### src/hw/tcb_trace_macros.svh
// TCB trace widths and depth

`ifndef TCB_TRACE_MACROS_SVH
`define TCB_TRACE_MACROS_SVH

// bus address width
`define TCB_AW 32

// bus data width
`define TCB_DW 32

// byte enable width, one bit per data byte
`define TCB_BW 4

// decoded info field width
`define TRC_INFO_W 5

// per-class and drop counter width
`define TRC_CNT_W 16

// record FIFO depth, power of two
`define TRC_DEPTH 8

`endif
### src/hw/tcb_trace_pkg.sv
// TCB trace record types

`include "tcb_trace_macros.svh"

package tcb_trace_pkg;

  //////////////////////////////
  // record kind
  //////////////////////////////

  // code zero left free, marks an unset kind
  typedef enum logic [1:0] {
    KIND_IFU = 2'd1,  // instruction fetch
    KIND_LSU = 2'd2,  // load/store
    KIND_GPR = 2'd3   // register file access
  } rec_kind_t;

  //////////////////////////////
  // major opcode class
  //////////////////////////////

  // instruction bits 6..2, same width as the info field
  typedef enum logic [`TRC_INFO_W-1:0] {
    OPC_LOAD   = 5'b00000,
    OPC_OP_IMM = 5'b00100,
    OPC_AUIPC  = 5'b00101,
    OPC_STORE  = 5'b01000,
    OPC_OP     = 5'b01100,
    OPC_LUI    = 5'b01101,
    OPC_BRANCH = 5'b11000,
    OPC_JALR   = 5'b11001,
    OPC_JAL    = 5'b11011,
    OPC_SYSTEM = 5'b11100,
    // anything not listed above
    OPC_OTHER  = 5'b11111
  } rv_opc_t;

  //////////////////////////////
  // load/store access size
  //////////////////////////////

  typedef enum logic [1:0] {
    SIZE_BYTE  = 2'd0,
    SIZE_HALF  = 2'd1,
    SIZE_WORD  = 2'd2,
    SIZE_IRREG = 2'd3   // unaligned or empty enable pattern
  } acc_size_t;

endpackage

### src/hw/tcb_trace_top.sv
// TCB trace unit top level

`timescale 1ns/10ps
`include "tcb_trace_macros.svh"

module tcb_trace_top (
  input  logic                     bus,
  input  logic                     rst,
  // monitored bus
  input  logic                     bus_vld,
  input  logic                     bus_rdy,
  input  logic                     bus_wen,
  input  logic [`TCB_AW-1:0]       bus_adr,
  input  logic [`TCB_BW-1:0]       bus_ben,
  input  logic [`TCB_DW-1:0]       bus_wdt,
  input  logic [`TCB_DW-1:0]       bus_rdt,
  input  logic                     bus_err,
  input  logic                     dbg_ifu,
  input  logic                     dbg_lsu,
  input  logic                     dbg_gpr,
  // host side
  input  logic                     trc_rd,
  output logic                     trc_empty,
  output tcb_trace_pkg::rec_kind_t trc_kind,
  output logic                     trc_wen,
  output logic [`TCB_AW-1:0]       trc_adr,
  output logic [`TCB_DW-1:0]       trc_dat,
  output logic                     trc_err,
  output logic                     trc_bad,
  output logic [`TRC_INFO_W-1:0]   trc_info,
  output logic                     trc_overflow,
  output logic [`TRC_CNT_W-1:0]    trc_drop_cnt,
  // statistics
  output logic [`TRC_CNT_W-1:0]    cnt_ifu,
  output logic [`TRC_CNT_W-1:0]    cnt_lsu,
  output logic [`TRC_CNT_W-1:0]    cnt_gpr
);

  // capture to decode
  logic                     cap_vld;
  tcb_trace_pkg::rec_kind_t cap_kind;
  logic                     cap_wen;
  logic [`TCB_AW-1:0]       cap_adr;
  logic [`TCB_BW-1:0]       cap_ben;
  logic [`TCB_DW-1:0]       cap_dat;
  logic                     cap_err;
  logic                     cap_bad;
  // decode to FIFO
  logic                     dec_vld;
  tcb_trace_pkg::rec_kind_t dec_kind;
  logic                     dec_wen;
  logic [`TCB_AW-1:0]       dec_adr;
  logic [`TCB_DW-1:0]       dec_dat;
  logic                     dec_err;
  logic                     dec_bad;
  logic [`TRC_INFO_W-1:0]   dec_info;

  tcb_capture capture0 (
    .bus      (bus),      .rst      (rst),
    .bus_vld  (bus_vld),  .bus_rdy  (bus_rdy),  .bus_wen  (bus_wen),
    .bus_adr  (bus_adr),  .bus_ben  (bus_ben),  .bus_wdt  (bus_wdt),
    .bus_rdt  (bus_rdt),  .bus_err  (bus_err),
    .dbg_ifu  (dbg_ifu),  .dbg_lsu  (dbg_lsu),  .dbg_gpr  (dbg_gpr),
    .cap_vld  (cap_vld),  .cap_kind (cap_kind), .cap_wen  (cap_wen),
    .cap_adr  (cap_adr),  .cap_ben  (cap_ben),  .cap_dat  (cap_dat),
    .cap_err  (cap_err),  .cap_bad  (cap_bad)
  );

  trace_decode decode0 (
    .bus      (bus),      .rst      (rst),
    .cap_vld  (cap_vld),  .cap_kind (cap_kind), .cap_wen  (cap_wen),
    .cap_adr  (cap_adr),  .cap_ben  (cap_ben),  .cap_dat  (cap_dat),
    .cap_err  (cap_err),  .cap_bad  (cap_bad),
    .dec_vld  (dec_vld),  .dec_kind (dec_kind), .dec_wen  (dec_wen),
    .dec_adr  (dec_adr),  .dec_dat  (dec_dat),  .dec_err  (dec_err),
    .dec_bad  (dec_bad),  .dec_info (dec_info),
    .cnt_ifu  (cnt_ifu),  .cnt_lsu  (cnt_lsu),  .cnt_gpr  (cnt_gpr)
  );

  trace_fifo fifo0 (
    .bus          (bus),          .rst          (rst),
    .dec_vld      (dec_vld),      .dec_kind     (dec_kind),
    .dec_wen      (dec_wen),      .dec_adr      (dec_adr),
    .dec_dat      (dec_dat),      .dec_err      (dec_err),
    .dec_bad      (dec_bad),      .dec_info     (dec_info),
    .trc_rd       (trc_rd),       .trc_empty    (trc_empty),
    .trc_kind     (trc_kind),     .trc_wen      (trc_wen),
    .trc_adr      (trc_adr),      .trc_dat      (trc_dat),
    .trc_err      (trc_err),      .trc_bad      (trc_bad),
    .trc_info     (trc_info),     .trc_overflow (trc_overflow),
    .trc_drop_cnt (trc_drop_cnt)
  );

endmodule

### src/hw/trace_fifo.sv
// trace record FIFO

`timescale 1ns/10ps
`include "tcb_trace_macros.svh"

module trace_fifo (
  input  logic                     bus,
  input  logic                     rst,
  // from decode
  input  logic                     dec_vld,
  input  tcb_trace_pkg::rec_kind_t dec_kind,
  input  logic                     dec_wen,
  input  logic [`TCB_AW-1:0]       dec_adr,
  input  logic [`TCB_DW-1:0]       dec_dat,
  input  logic                     dec_err,
  input  logic                     dec_bad,
  input  logic [`TRC_INFO_W-1:0]   dec_info,
  // host side
  input  logic                     trc_rd,
  output logic                     trc_empty,
  output tcb_trace_pkg::rec_kind_t trc_kind,
  output logic                     trc_wen,
  output logic [`TCB_AW-1:0]       trc_adr,
  output logic [`TCB_DW-1:0]       trc_dat,
  output logic                     trc_err,
  output logic                     trc_bad,
  output logic [`TRC_INFO_W-1:0]   trc_info,
  output logic                     trc_overflow,
  output logic [`TRC_CNT_W-1:0]    trc_drop_cnt
);

  localparam int PTR_W = $clog2(`TRC_DEPTH);

  // record storage, one array per field
  tcb_trace_pkg::rec_kind_t mem_kind [`TRC_DEPTH];
  logic                     mem_wen  [`TRC_DEPTH];
  logic [`TCB_AW-1:0]       mem_adr  [`TRC_DEPTH];
  logic [`TCB_DW-1:0]       mem_dat  [`TRC_DEPTH];
  logic                     mem_err  [`TRC_DEPTH];
  logic                     mem_bad  [`TRC_DEPTH];
  logic [`TRC_INFO_W-1:0]   mem_info [`TRC_DEPTH];
  logic [PTR_W-1:0]         wr_ptr;
  logic [PTR_W-1:0]         rd_ptr;
  logic [PTR_W:0]           count;
  logic                     full;
  logic                     push;
  logic                     pop;
  logic                     drop;

  assign trc_empty = (count == '0);
  // depth is a power of two, top count bit means full
  assign full = count[PTR_W];
  assign pop  = trc_rd & ~trc_empty;
  // a pop in the same cycle frees a slot
  assign push = dec_vld & (~full | pop);
  assign drop = dec_vld & full & ~pop;

  always_ff @(posedge bus) begin
    if (push) begin
      mem_kind[wr_ptr] <= dec_kind;
      mem_wen[wr_ptr]  <= dec_wen;
      mem_adr[wr_ptr]  <= dec_adr;
      mem_dat[wr_ptr]  <= dec_dat;
      mem_err[wr_ptr]  <= dec_err;
      mem_bad[wr_ptr]  <= dec_bad;
      mem_info[wr_ptr] <= dec_info;
    end
  end

  // pointers wrap on their own
  always_ff @(posedge bus) begin
    if (rst) begin
      wr_ptr <= '0;
      rd_ptr <= '0;
      count  <= '0;
    end else begin
      if (push) begin
        wr_ptr <= wr_ptr + 1'b1;
      end
      if (pop) begin
        rd_ptr <= rd_ptr + 1'b1;
      end
      case ({push, pop})
        2'b10:   count <= count + 1'b1;
        2'b01:   count <= count - 1'b1;
        default: count <= count;
      endcase
    end
  end

  //////////////////////////////
  // drop accounting
  //////////////////////////////

  always_ff @(posedge bus) begin
    if (rst) begin
      trc_drop_cnt <= '0;
      trc_overflow <= 1'b0;
    end else if (drop) begin
      if (trc_drop_cnt != '1) begin
        trc_drop_cnt <= trc_drop_cnt + 1'b1;
      end
      // sticky until reset
      trc_overflow <= 1'b1;
    end
  end

  // show-ahead head entry
  assign trc_kind = mem_kind[rd_ptr];
  assign trc_wen  = mem_wen[rd_ptr];
  assign trc_adr  = mem_adr[rd_ptr];
  assign trc_dat  = mem_dat[rd_ptr];
  assign trc_err  = mem_err[rd_ptr];
  assign trc_bad  = mem_bad[rd_ptr];
  assign trc_info = mem_info[rd_ptr];

  occupancy_bound: assert property (@(posedge bus) disable iff (rst)
    count <= (PTR_W+1)'(`TRC_DEPTH));

endmodule

### src/hw/trace_decode.sv
// trace record decode and statistics

`timescale 1ns/10ps
`include "tcb_trace_macros.svh"

module trace_decode (
  input  logic                     bus,
  input  logic                     rst,
  // from capture
  input  logic                     cap_vld,
  input  tcb_trace_pkg::rec_kind_t cap_kind,
  input  logic                     cap_wen,
  input  logic [`TCB_AW-1:0]       cap_adr,
  input  logic [`TCB_BW-1:0]       cap_ben,
  input  logic [`TCB_DW-1:0]       cap_dat,
  input  logic                     cap_err,
  input  logic                     cap_bad,
  // decoded record
  output logic                     dec_vld,
  output tcb_trace_pkg::rec_kind_t dec_kind,
  output logic                     dec_wen,
  output logic [`TCB_AW-1:0]       dec_adr,
  output logic [`TCB_DW-1:0]       dec_dat,
  output logic                     dec_err,
  output logic                     dec_bad,
  output logic [`TRC_INFO_W-1:0]   dec_info,
  // per-class record counts
  output logic [`TRC_CNT_W-1:0]    cnt_ifu,
  output logic [`TRC_CNT_W-1:0]    cnt_lsu,
  output logic [`TRC_CNT_W-1:0]    cnt_gpr
);

  tcb_trace_pkg::rv_opc_t   opc;
  tcb_trace_pkg::acc_size_t size;
  logic [`TRC_INFO_W-1:0]   info;
  // one hit bit per class, ifu at bit 0
  logic [2:0]               hit;
  logic [`TRC_CNT_W-1:0]    cnt [3];

  //////////////////////////////
  // info field
  //////////////////////////////

  // major opcode, instruction bits 6..2
  always_comb begin
    case (cap_dat[6:2])
      tcb_trace_pkg::OPC_LOAD:   opc = tcb_trace_pkg::OPC_LOAD;
      tcb_trace_pkg::OPC_STORE:  opc = tcb_trace_pkg::OPC_STORE;
      tcb_trace_pkg::OPC_OP_IMM: opc = tcb_trace_pkg::OPC_OP_IMM;
      tcb_trace_pkg::OPC_OP:     opc = tcb_trace_pkg::OPC_OP;
      tcb_trace_pkg::OPC_BRANCH: opc = tcb_trace_pkg::OPC_BRANCH;
      tcb_trace_pkg::OPC_JAL:    opc = tcb_trace_pkg::OPC_JAL;
      tcb_trace_pkg::OPC_JALR:   opc = tcb_trace_pkg::OPC_JALR;
      tcb_trace_pkg::OPC_LUI:    opc = tcb_trace_pkg::OPC_LUI;
      tcb_trace_pkg::OPC_AUIPC:  opc = tcb_trace_pkg::OPC_AUIPC;
      tcb_trace_pkg::OPC_SYSTEM: opc = tcb_trace_pkg::OPC_SYSTEM;
      default:                   opc = tcb_trace_pkg::OPC_OTHER;
    endcase
  end

  // access size from the byte lanes, aligned groups only
  always_comb begin
    case (cap_ben)
      4'b0001, 4'b0010, 4'b0100, 4'b1000: size = tcb_trace_pkg::SIZE_BYTE;
      4'b0011, 4'b1100:                   size = tcb_trace_pkg::SIZE_HALF;
      4'b1111:                            size = tcb_trace_pkg::SIZE_WORD;
      default:                            size = tcb_trace_pkg::SIZE_IRREG;
    endcase
  end

  always_comb begin
    case (cap_kind)
      tcb_trace_pkg::KIND_IFU: info = opc;
      tcb_trace_pkg::KIND_LSU: info = `TRC_INFO_W'(size);
      // register index sits in word address bits
      default:                 info = cap_adr[6:2];
    endcase
  end

  //////////////////////////////
  // record register
  //////////////////////////////

  always_ff @(posedge bus) begin
    if (rst) begin
      dec_vld <= 1'b0;
    end else begin
      dec_vld <= cap_vld;
    end
  end

  always_ff @(posedge bus) begin
    if (cap_vld) begin
      dec_kind <= cap_kind;
      dec_wen  <= cap_wen;
      dec_adr  <= cap_adr;
      dec_dat  <= cap_dat;
      dec_err  <= cap_err;
      dec_bad  <= cap_bad;
      dec_info <= info;
    end
  end

  //////////////////////////////
  // counters
  //////////////////////////////

  assign hit = {cap_kind == tcb_trace_pkg::KIND_GPR,
                cap_kind == tcb_trace_pkg::KIND_LSU,
                cap_kind == tcb_trace_pkg::KIND_IFU};

  // saturating, hold at all ones
  always_ff @(posedge bus) begin
    if (rst) begin
      for (int i = 0; i < 3; i++) begin
        cnt[i] <= '0;
      end
    end else if (cap_vld) begin
      for (int i = 0; i < 3; i++) begin
        if (hit[i] && (cnt[i] != '1)) begin
          cnt[i] <= cnt[i] + 1'b1;
        end
      end
    end
  end

  assign cnt_ifu = cnt[0];
  assign cnt_lsu = cnt[1];
  assign cnt_gpr = cnt[2];

  // every record lands in exactly one counter
  cap_one_class: assert property (@(posedge bus) disable iff (rst)
    cap_vld |-> $onehot(hit));

endmodule

### src/hw/tcb_capture.sv
// TCB request/response capture

`timescale 1ns/10ps
`include "tcb_trace_macros.svh"

module tcb_capture (
  input  logic                     bus,
  input  logic                     rst,
  // monitored bus, sampled only
  input  logic                     bus_vld,
  input  logic                     bus_rdy,
  input  logic                     bus_wen,
  input  logic [`TCB_AW-1:0]       bus_adr,
  input  logic [`TCB_BW-1:0]       bus_ben,
  input  logic [`TCB_DW-1:0]       bus_wdt,
  input  logic [`TCB_DW-1:0]       bus_rdt,
  input  logic                     bus_err,
  // debug indicators, qualified by the request
  input  logic                     dbg_ifu,
  input  logic                     dbg_lsu,
  input  logic                     dbg_gpr,
  // joined transfer
  output logic                     cap_vld,
  output tcb_trace_pkg::rec_kind_t cap_kind,
  output logic                     cap_wen,
  output logic [`TCB_AW-1:0]       cap_adr,
  output logic [`TCB_BW-1:0]       cap_ben,
  output logic [`TCB_DW-1:0]       cap_dat,
  output logic                     cap_err,
  output logic                     cap_bad
);

  logic                     bus_acc;
  logic                     bus_dbg;
  tcb_trace_pkg::rec_kind_t bus_kind;
  // request held while the response is in flight
  logic                     req_rec;
  tcb_trace_pkg::rec_kind_t req_kind;
  logic                     req_wen;
  logic [`TCB_AW-1:0]       req_adr;
  logic [`TCB_BW-1:0]       req_ben;
  logic [`TCB_DW-1:0]       req_wdt;

  //////////////////////////////
  // request phase
  //////////////////////////////

  assign bus_acc = bus_vld & bus_rdy;
  // no indicator set, nothing to record
  assign bus_dbg = dbg_ifu | dbg_lsu | dbg_gpr;

  // fetch wins over load/store, load/store over register access
  always_comb begin
    if (dbg_ifu) begin
      bus_kind = tcb_trace_pkg::KIND_IFU;
    end else if (dbg_lsu) begin
      bus_kind = tcb_trace_pkg::KIND_LSU;
    end else if (dbg_gpr) begin
      bus_kind = tcb_trace_pkg::KIND_GPR;
    end else begin
      // unset kind, transfer is not recorded
      bus_kind = tcb_trace_pkg::rec_kind_t'(2'd0);
    end
  end

  always_ff @(posedge bus) begin
    if (rst) begin
      req_rec <= 1'b0;
    end else begin
      req_rec <= bus_acc & bus_dbg;
    end
  end

  always_ff @(posedge bus) begin
    if (bus_acc) begin
      req_kind <= bus_kind;
      req_wen  <= bus_wen;
      req_adr  <= bus_adr;
      req_ben  <= bus_ben;
      req_wdt  <= bus_wdt;
    end
  end

  //////////////////////////////
  // response phase
  //////////////////////////////

  always_ff @(posedge bus) begin
    if (rst) begin
      cap_vld <= 1'b0;
    end else begin
      cap_vld <= req_rec;
    end
  end

  // read data and error arrive one cycle after acceptance
  always_ff @(posedge bus) begin
    if (req_rec) begin
      cap_kind <= req_kind;
      cap_wen  <= req_wen;
      cap_adr  <= req_adr;
      cap_ben  <= req_ben;
      cap_dat  <= req_wen ? req_wdt : bus_rdt;
      cap_err  <= bus_err;
      // read without any byte lane is a protocol fault
      cap_bad  <= ~req_wen & ~|req_ben;
    end
  end

  //////////////////////////////
  // checks
  //////////////////////////////

  bus_vld_known: assert property (@(posedge bus) disable iff (rst)
    !$isunknown(bus_vld));

  // a pulse always carries one of the three classes
  cap_kind_set: assert property (@(posedge bus) disable iff (rst)
    cap_vld |-> (cap_kind inside {tcb_trace_pkg::KIND_IFU,
                                  tcb_trace_pkg::KIND_LSU,
                                  tcb_trace_pkg::KIND_GPR}));

endmodule

### config.mk
export PLATFORM = sky130hd
export DESIGN_NAME = tcb_trace_top
export DESIGN_NICKNAME = d
export VERILOG_FILES = /design/src/hw/tcb_trace_pkg.sv /design/src/hw/tcb_trace_top.sv /design/src/hw/trace_fifo.sv /design/src/hw/trace_decode.sv /design/src/hw/tcb_capture.sv
export VERILOG_INCLUDE_DIRS = /design/src /design/src/hw
export SDC_FILE = /design/constraint.sdc
export NUM_CORES = 1
export LEC_CHECK = 0
export BUFFER_PORTS_ARGS = -buffer_cell sky130_fd_sc_hd__buf_2
export CAP_MARGIN = 10
export CORE_ASPECT_RATIO = 1.4
export CORE_UTILIZATION = 45
export CTS_BUF_LIST = sky130_fd_sc_hd__clkbuf_4 sky130_fd_sc_hd__clkbuf_8 sky130_fd_sc_hd__clkbuf_16
export DETAILED_ROUTE_END_ITERATION = 7
export PLACE_DENSITY = 0.74
export SYNTH_ARGS = -nofsm -noshare
export SYNTH_HDL_FRONTEND = slang
export SYNTH_SLANG_ARGS = --single-unit
### constraint.sdc
create_clock -name bus -period 9.5 [get_ports bus]
set_clock_uncertainty 0.15 [all_clocks]
set_input_delay 0.475 -clock bus [delete_from_list [all_inputs] [get_ports bus]]
set_output_delay 0.475 -clock bus [all_outputs]
set_load 0.01 [all_outputs]
==> After elaboration in Yosys (flattened, before gate mapping) <==
Memory sizes are Yosys's and may differ from the RTL's. A register that Yosys moved wholly into a read port is not among the register bits.
Index checks and enable logic that the tools add are counted.
{ "totals": {"regBits": 248, "mem_bits_rw": 640, "mem_bits_ro": 160, "input_bits": 110, "output_inout_bits": 140, "word_cells": 127, "memories": 9} }
{ "op_classes": {"addsub": 8, "n_eq_ne": 16, "n_mux": 40, "bitwise": 17, "n_reduce_logical": 10} }
{ "memory_table": {"columns": ["name", "depth", "width", "read_ports", "rd_clocked_by_memory_dff", "write_ports", "line_no", "source"], "rows": [
  ["fifo0.mem_adr", 8, 32, 1, 1, 1, "trace_fifo.sv:37", "logic [`TCB_AW-1:0] mem_adr [`TRC_DEPTH];"],
  ["fifo0.mem_dat", 8, 32, 1, 1, 1, "trace_fifo.sv:38", "logic [`TCB_DW-1:0] mem_dat [`TRC_DEPTH];"],
  ["(no name shown)", 32, 5, 1, 1, 0, "trace_decode.sv:46", "case (cap_dat[6:2])"],
  ["decode0.cnt", 3, 16, 3, 0, 3, "trace_decode.sv:38", "logic [`TRC_CNT_W-1:0] cnt [3];"],
  ["fifo0.mem_info", 8, 5, 1, 1, 1, "trace_fifo.sv:41", "logic [`TRC_INFO_W-1:0] mem_info [`TRC_DEPTH];"],
  ["fifo0.mem_kind", 8, 2, 1, 1, 1, "trace_fifo.sv:35", "tcb_trace_pkg::rec_kind_t mem_kind [`TRC_DEPTH];"],
  ["3 more memories", null, null, null, null, null, null, null]
]} }
{ "op_table": {"columns": ["operator", "count"], "rows": [
  ["adder 16 x 1 -> 16 bit (second input constant)", 4],
  ["inequality test 16 bit (second input constant)", 4],
  ["2-to-1 mux 16 bit", 3],
  ["2-to-1 mux 3 bit", 14],
  ["2-to-1 mux 32 bit", 1],
  ["2-to-1 mux 1 bit", 16],
  ["equality test 4 bit (second input constant)", 3],
  ["case mux 5 bit (2 select lines)", 1],
  ["equality test 4 x 2 -> 1 bit (second input constant)", 2],
  ["case mux 4 bit (2 select lines)", 1],
  ["OR reduction 4 bit", 2],
  ["bitwise AND 1 bit", 7],
  ["adder 3 x 1 -> 3 bit (second input constant)", 2],
  ["equality test 2 bit (second input constant)", 3],
  ["bitwise OR 1 bit", 6],
  ["case mux 2 bit (3 select lines)", 1],
  ["2-to-1 mux 5 bit", 1],
  ["adder 4 x 1 -> 4 bit (second input constant)", 1],
  ["equality test 2 x 1 -> 1 bit (second input constant)", 2],
  ["equality test 4 x 1 -> 1 bit (second input constant)", 1],
  ["equality test 4 x 3 -> 1 bit (second input constant)", 1],
  ["logical NOT 4 bit", 1],
  ["2-to-1 mux 2 bit", 2],
  ["inverter 1 bit", 4],
  ["other kinds (6)", 8]
]} }

==> Depth between registers and ports, before layout <==
{ "logic_depth": {"word_depth": 7, "depth_mapped": 9, "mapped_depth_nobuf": 9} }

==> Modules after synthesis <==
From an unflattened synthesis, not the netlist that was laid out.
{ "hier_totals": {"hier_cells": 1572, "hier_area_um2": 33742.4} }
{ "modules_own_cells": {"columns": ["module", "instances", "cells_per_inst", "area_per_inst_um2", "seq_area_each_um2"], "rows": [
  ["trace_fifo", 1, 1027, 23697.7, 18377.6],
  ["trace_decode", 1, 353, 5195.0, 3683.5],
  ["tcb_capture", 1, 192, 4849.7, 4364.2]
]} }

==> Worst setup path after synthesis <==
No wires, ideal clock.
{ "synth_timing": {"path_type": "input -> register", "from": "input trc_rd", "to": "memory fifo0.mem_adr[0][0] (netlist name) (enable)", "setup_ns": 0.597, "t_arrival_ns": 6.086, "required_ns": 8.753, "slack_ns": 2.667, "path_stages": 4, "path_buffers": 0, "cell_sequence": "nand2b_1 -> nand2_1 -> or2_2 -> nor3_1"} }
{ "synth_between": {"elab_chain_len": 5} }
{ "synth_lines": {"columns": ["element", "line_no", "source"], "rows": [
  ["from (decl)", "tcb_trace_top.sv:22", "input logic trc_rd,"],
  ["bitwise AND 1 bit", "trace_fifo.sv:53", "assign pop = trc_rd & ~trc_empty;"],
  ["bitwise OR 1 bit", "trace_fifo.sv:55", "assign push = dec_vld & (~full | pop);"],
  ["bitwise AND 1 bit", "trace_fifo.sv:55", null],
  ["2-to-1 mux 1 bit", "trace_fifo.sv:59", "if (push) begin"],
  ["2-to-1 mux 1 bit (implied by the code)", "trace_fifo.sv:62", "mem_adr[wr_ptr] <= dec_adr;"],
  ["to (decl)", "trace_fifo.sv:37", null]
]} }
Every way passes these cells.

==> results.md <==
* Std-Cell Rows at 118
* Grt ovf at 0
* Clock tree sinks at approximately 900
* Worst-path fanout max at 62
* Hold path start: bus_rdt[16]
* Status: finished with violations
* Setup repair after global routing missed its margin: no
* Most frequent cells in the layout: 858 x edfxtp_1, 249 x buf_2, 148 x mux4_2
* Synth unique cells at 56
* Area of the core at 74120 µm²
* Number of port buffers at 249
* Number of max-cap violations at 0
* R2r worst-path depth at 5
* Leakage at 12.84 nW
* Clock Latency Late Sink at 0.63 ns
* Hold buffers post-CTS at 99
* Detailed Place HPWL at between 30 and 40 mm
* Via Count at around 17k
* Die ar. at 76250 µm²
* VDD IR max at about 0.00014 V
* Via-to-Cell Ratio at ~5.5
* PD cells at roughly 200 nW/µm²
* Synth Register Bits at 896
* Fin. max-slew vios at 0
* # fillers at around 5.6k
* Post-CTS Setup Bufs at 0
* Fin nets at 2116
* Antenna viol nets, final at 0
* CTS root buf: clkbuf_16
* Post-cts resize count at 0
* Longest Clk Path Bufs at 3
* Setup Viol. Count Final at 0
* Die width at 233.7 µm
* Hold-critical path endpoint: capture0.cap_dat[16]$_DFFE_PP_
* CP startpoint kind: flop
* Failing checks: design-rule violations
* Dominant synthesized flop cell: edfxtp_1
* Commonest non-fill, non-tap cell in the layout: edfxtp_1
* Worst Path Required at approximately 8.9 ns
* Cell area after layout at 39990 µm²
* Share of post-route cells with drive strength above 1 at 33.48%
* Die Y at 326.3 µm
* Total track usage at 18.86%
* CTS Buf Count at 85
* Placed insts at 2768
* Reg clk slew, reported paths at 0.06 ns
* Area after DPL at around 36000 µm²
* Fin crit period at 4.525 ns
* Setup tns final at 0 ns
* Largest net degree at the start of global routing at ~110
* DRC Markers at 40
* Final Hold Vio Count at 0
* Pre-antenna DRT Iters at 8
* Syn avg cell area at 21.10 µm²
* Mapped Nets at 1724
* Max Clock Freq at 0.2210 GHz
* YS warnings at 0
* Mapped Cells at 1602
* Final GP Congestion at between 0.7 and 0.8
* Htree depth at 3
* Vias in the first global route at 17.81k
* FF-to-FF End: fifo0.mem_dat[6][14]$_DFFE_PP_
* Worst slew pin tran at 1.254 ns
* Crit path DAT at 3.90 ns
* First-pass GRT wire length at 106.3 mm
* FF-to-FF setup slack at just over 6 ns
* Multi-input logic area at 6972 µm²
* Kind of end point of the critical path: primary output
* Fin cells at 3024
* Initial DRC count at 1264
* IO Pins at 250
* EDFF count, synth at 858
* CTS tree: built
* Worst R2R Start: fifo0.count[3]$_SDFFE_PP0P_
* Async S/R FF share, synth at 0%
* Storage cell area at 26540 µm²
* Hold Crit Depth at 2
* Starting density of the core at 45.62%
* Hold Path Class: input pin to flop
* Ratio of final minimum period to clock period at a little under half
* Area delta synth->final at 18.27%
* Drt total wl at 71.10 mm
* Routed WL per cell at 23.51 µm
* Post-Syn Area at 33810 µm²
* Initial antenna violation count at 2
* Setup CP Type: flop to primary output
* Sequential element share of the synthesized area at 78.45%
* Relative slew margins at 16.39%
-- worst max-delay path: stages, from the launching register on --
cell,delay (ns)
dfxtp_4,0.81
buf_4,0.64
buf_4,0.81
mux4_2,0.42
mux2_2,0.31
buf_2,0.15
-- through the flow --
| step | hold WS (ns) | setup slack [ns] | utilization, % | total power, mW |
|---|---|---|---|---|
| after detailed placement | 0.2545 | 5.579 | 48.90 | 4.680 |
| after floorplan | 0.2503 | 2.667 | - | 4.588 |
| after global routing | 0.01936 | 4.809 | 53.95 | 8.200 |
| final | 0.04429 | 4.975 | 53.95 | 7.951 |
| after CTS | 0.0007423 | 4.863 | 53.94 | 8.035 |
| after global placement | 0.2506 | 5.600 | 48.90 | 4.673 |
-- where the power goes --
group | internal, mW | switching (mW)
logic | 0.129 | 0.110
registers | 4.34 | 0.0422
clock network | 1.90 | 1.42
-- registers in the layout, indices dropped and copies added, names as in the netlist, 4 cells and up, named ones only --
register and flops:
capture0.req_adr 32, capture0.cap_dat 32, fifo0.mem_adr 256, fifo0.mem_err 8, decode0.opc 5, fifo0.trc_drop_cnt 16
capture0.req_wdt 32, fifo0.mem_kind 16, decode0.cnt 48, decode0.dec_adr 32, fifo0.count 4, decode0.dec_dat 32
fifo0.mem_dat 256, decode0.dec_info 5, capture0.cap_adr 32, fifo0.mem_info 40, fifo0.mem_wen 8, fifo0.mem_bad 8
capture0.cap_ben 4, capture0.req_ben 4
-- synthesized netlist by cell type (18+ instances only) --
master    number  area share (%)
nand2_1       30            0.33
mux4_2       148             9.9
mux2_2       107             3.6
nand3_1       24            0.36
a21oi_1       21            0.31
buf_2         27            0.40
xor2_1        19            0.49
edfxtp_1     858              76
xnor2_1       30            0.78
nor2_1        32            0.36
clkbuf_1      33            0.37
nand4_1       18            0.33
dfxtp_1       38             2.3
a31oi_1       46            0.85
-- logic make-up (layout without fill, tap and decap cells) --
family | after synthesis | count (layout) | synth area share [%]
buffers and inverters | 87 | 546 | 1.099
flip-flops | 896 | 896 | 78.45
multiplexers | 260 | 260 | 13.57
AND/OR/NAND/NOR | 188 | 188 | 3.094
other | 0 | 3 | 0
XOR/XNOR | 49 | 49 | 1.269
adder cells (fa/ha/maj) | 12 | 12 | 0.4441
AO/OA/AOI/OAI | 110 | 110 | 2.069
-- per-layer routing --
layer / wire length (µm) / global-route usage, % / vias to the layer above
met3: 3883 / 3.343 / 112
met5: 0 / 0 / -
li1: - / - / 7403
met2: 37080 / 32.81 / 536
met1: 28100 / 23.29 / 8631
met4: 2042 / 7.242 / 0
-- cell type report --
type	instances	share of cell area [%]
diodes	3	0.01877
clock inverters	48	1.070
repair buffers	375	6.133
inverters	17	0.1596
flip-flops and latches	896	66.38
clock buffers	106	5.801
well taps	960	3.004
multi-input cells	619	17.43
-- worst max-delay path by stage --
| stage | from | to |
|---|---|---|
| global route | flop | trc_adr[4] |
| floorplan | trc_rd | fifo0.mem_adr[0][0]$_DFFE_PP_ |
| finish | flop | trc_dat[21] |
| detailed placement | flop | trc_adr[3] |
| CTS | flop | trc_adr[3] |
| global placement | flop | trc_adr[4] |
No activity file was read; power rests on OpenSTA's default activity.
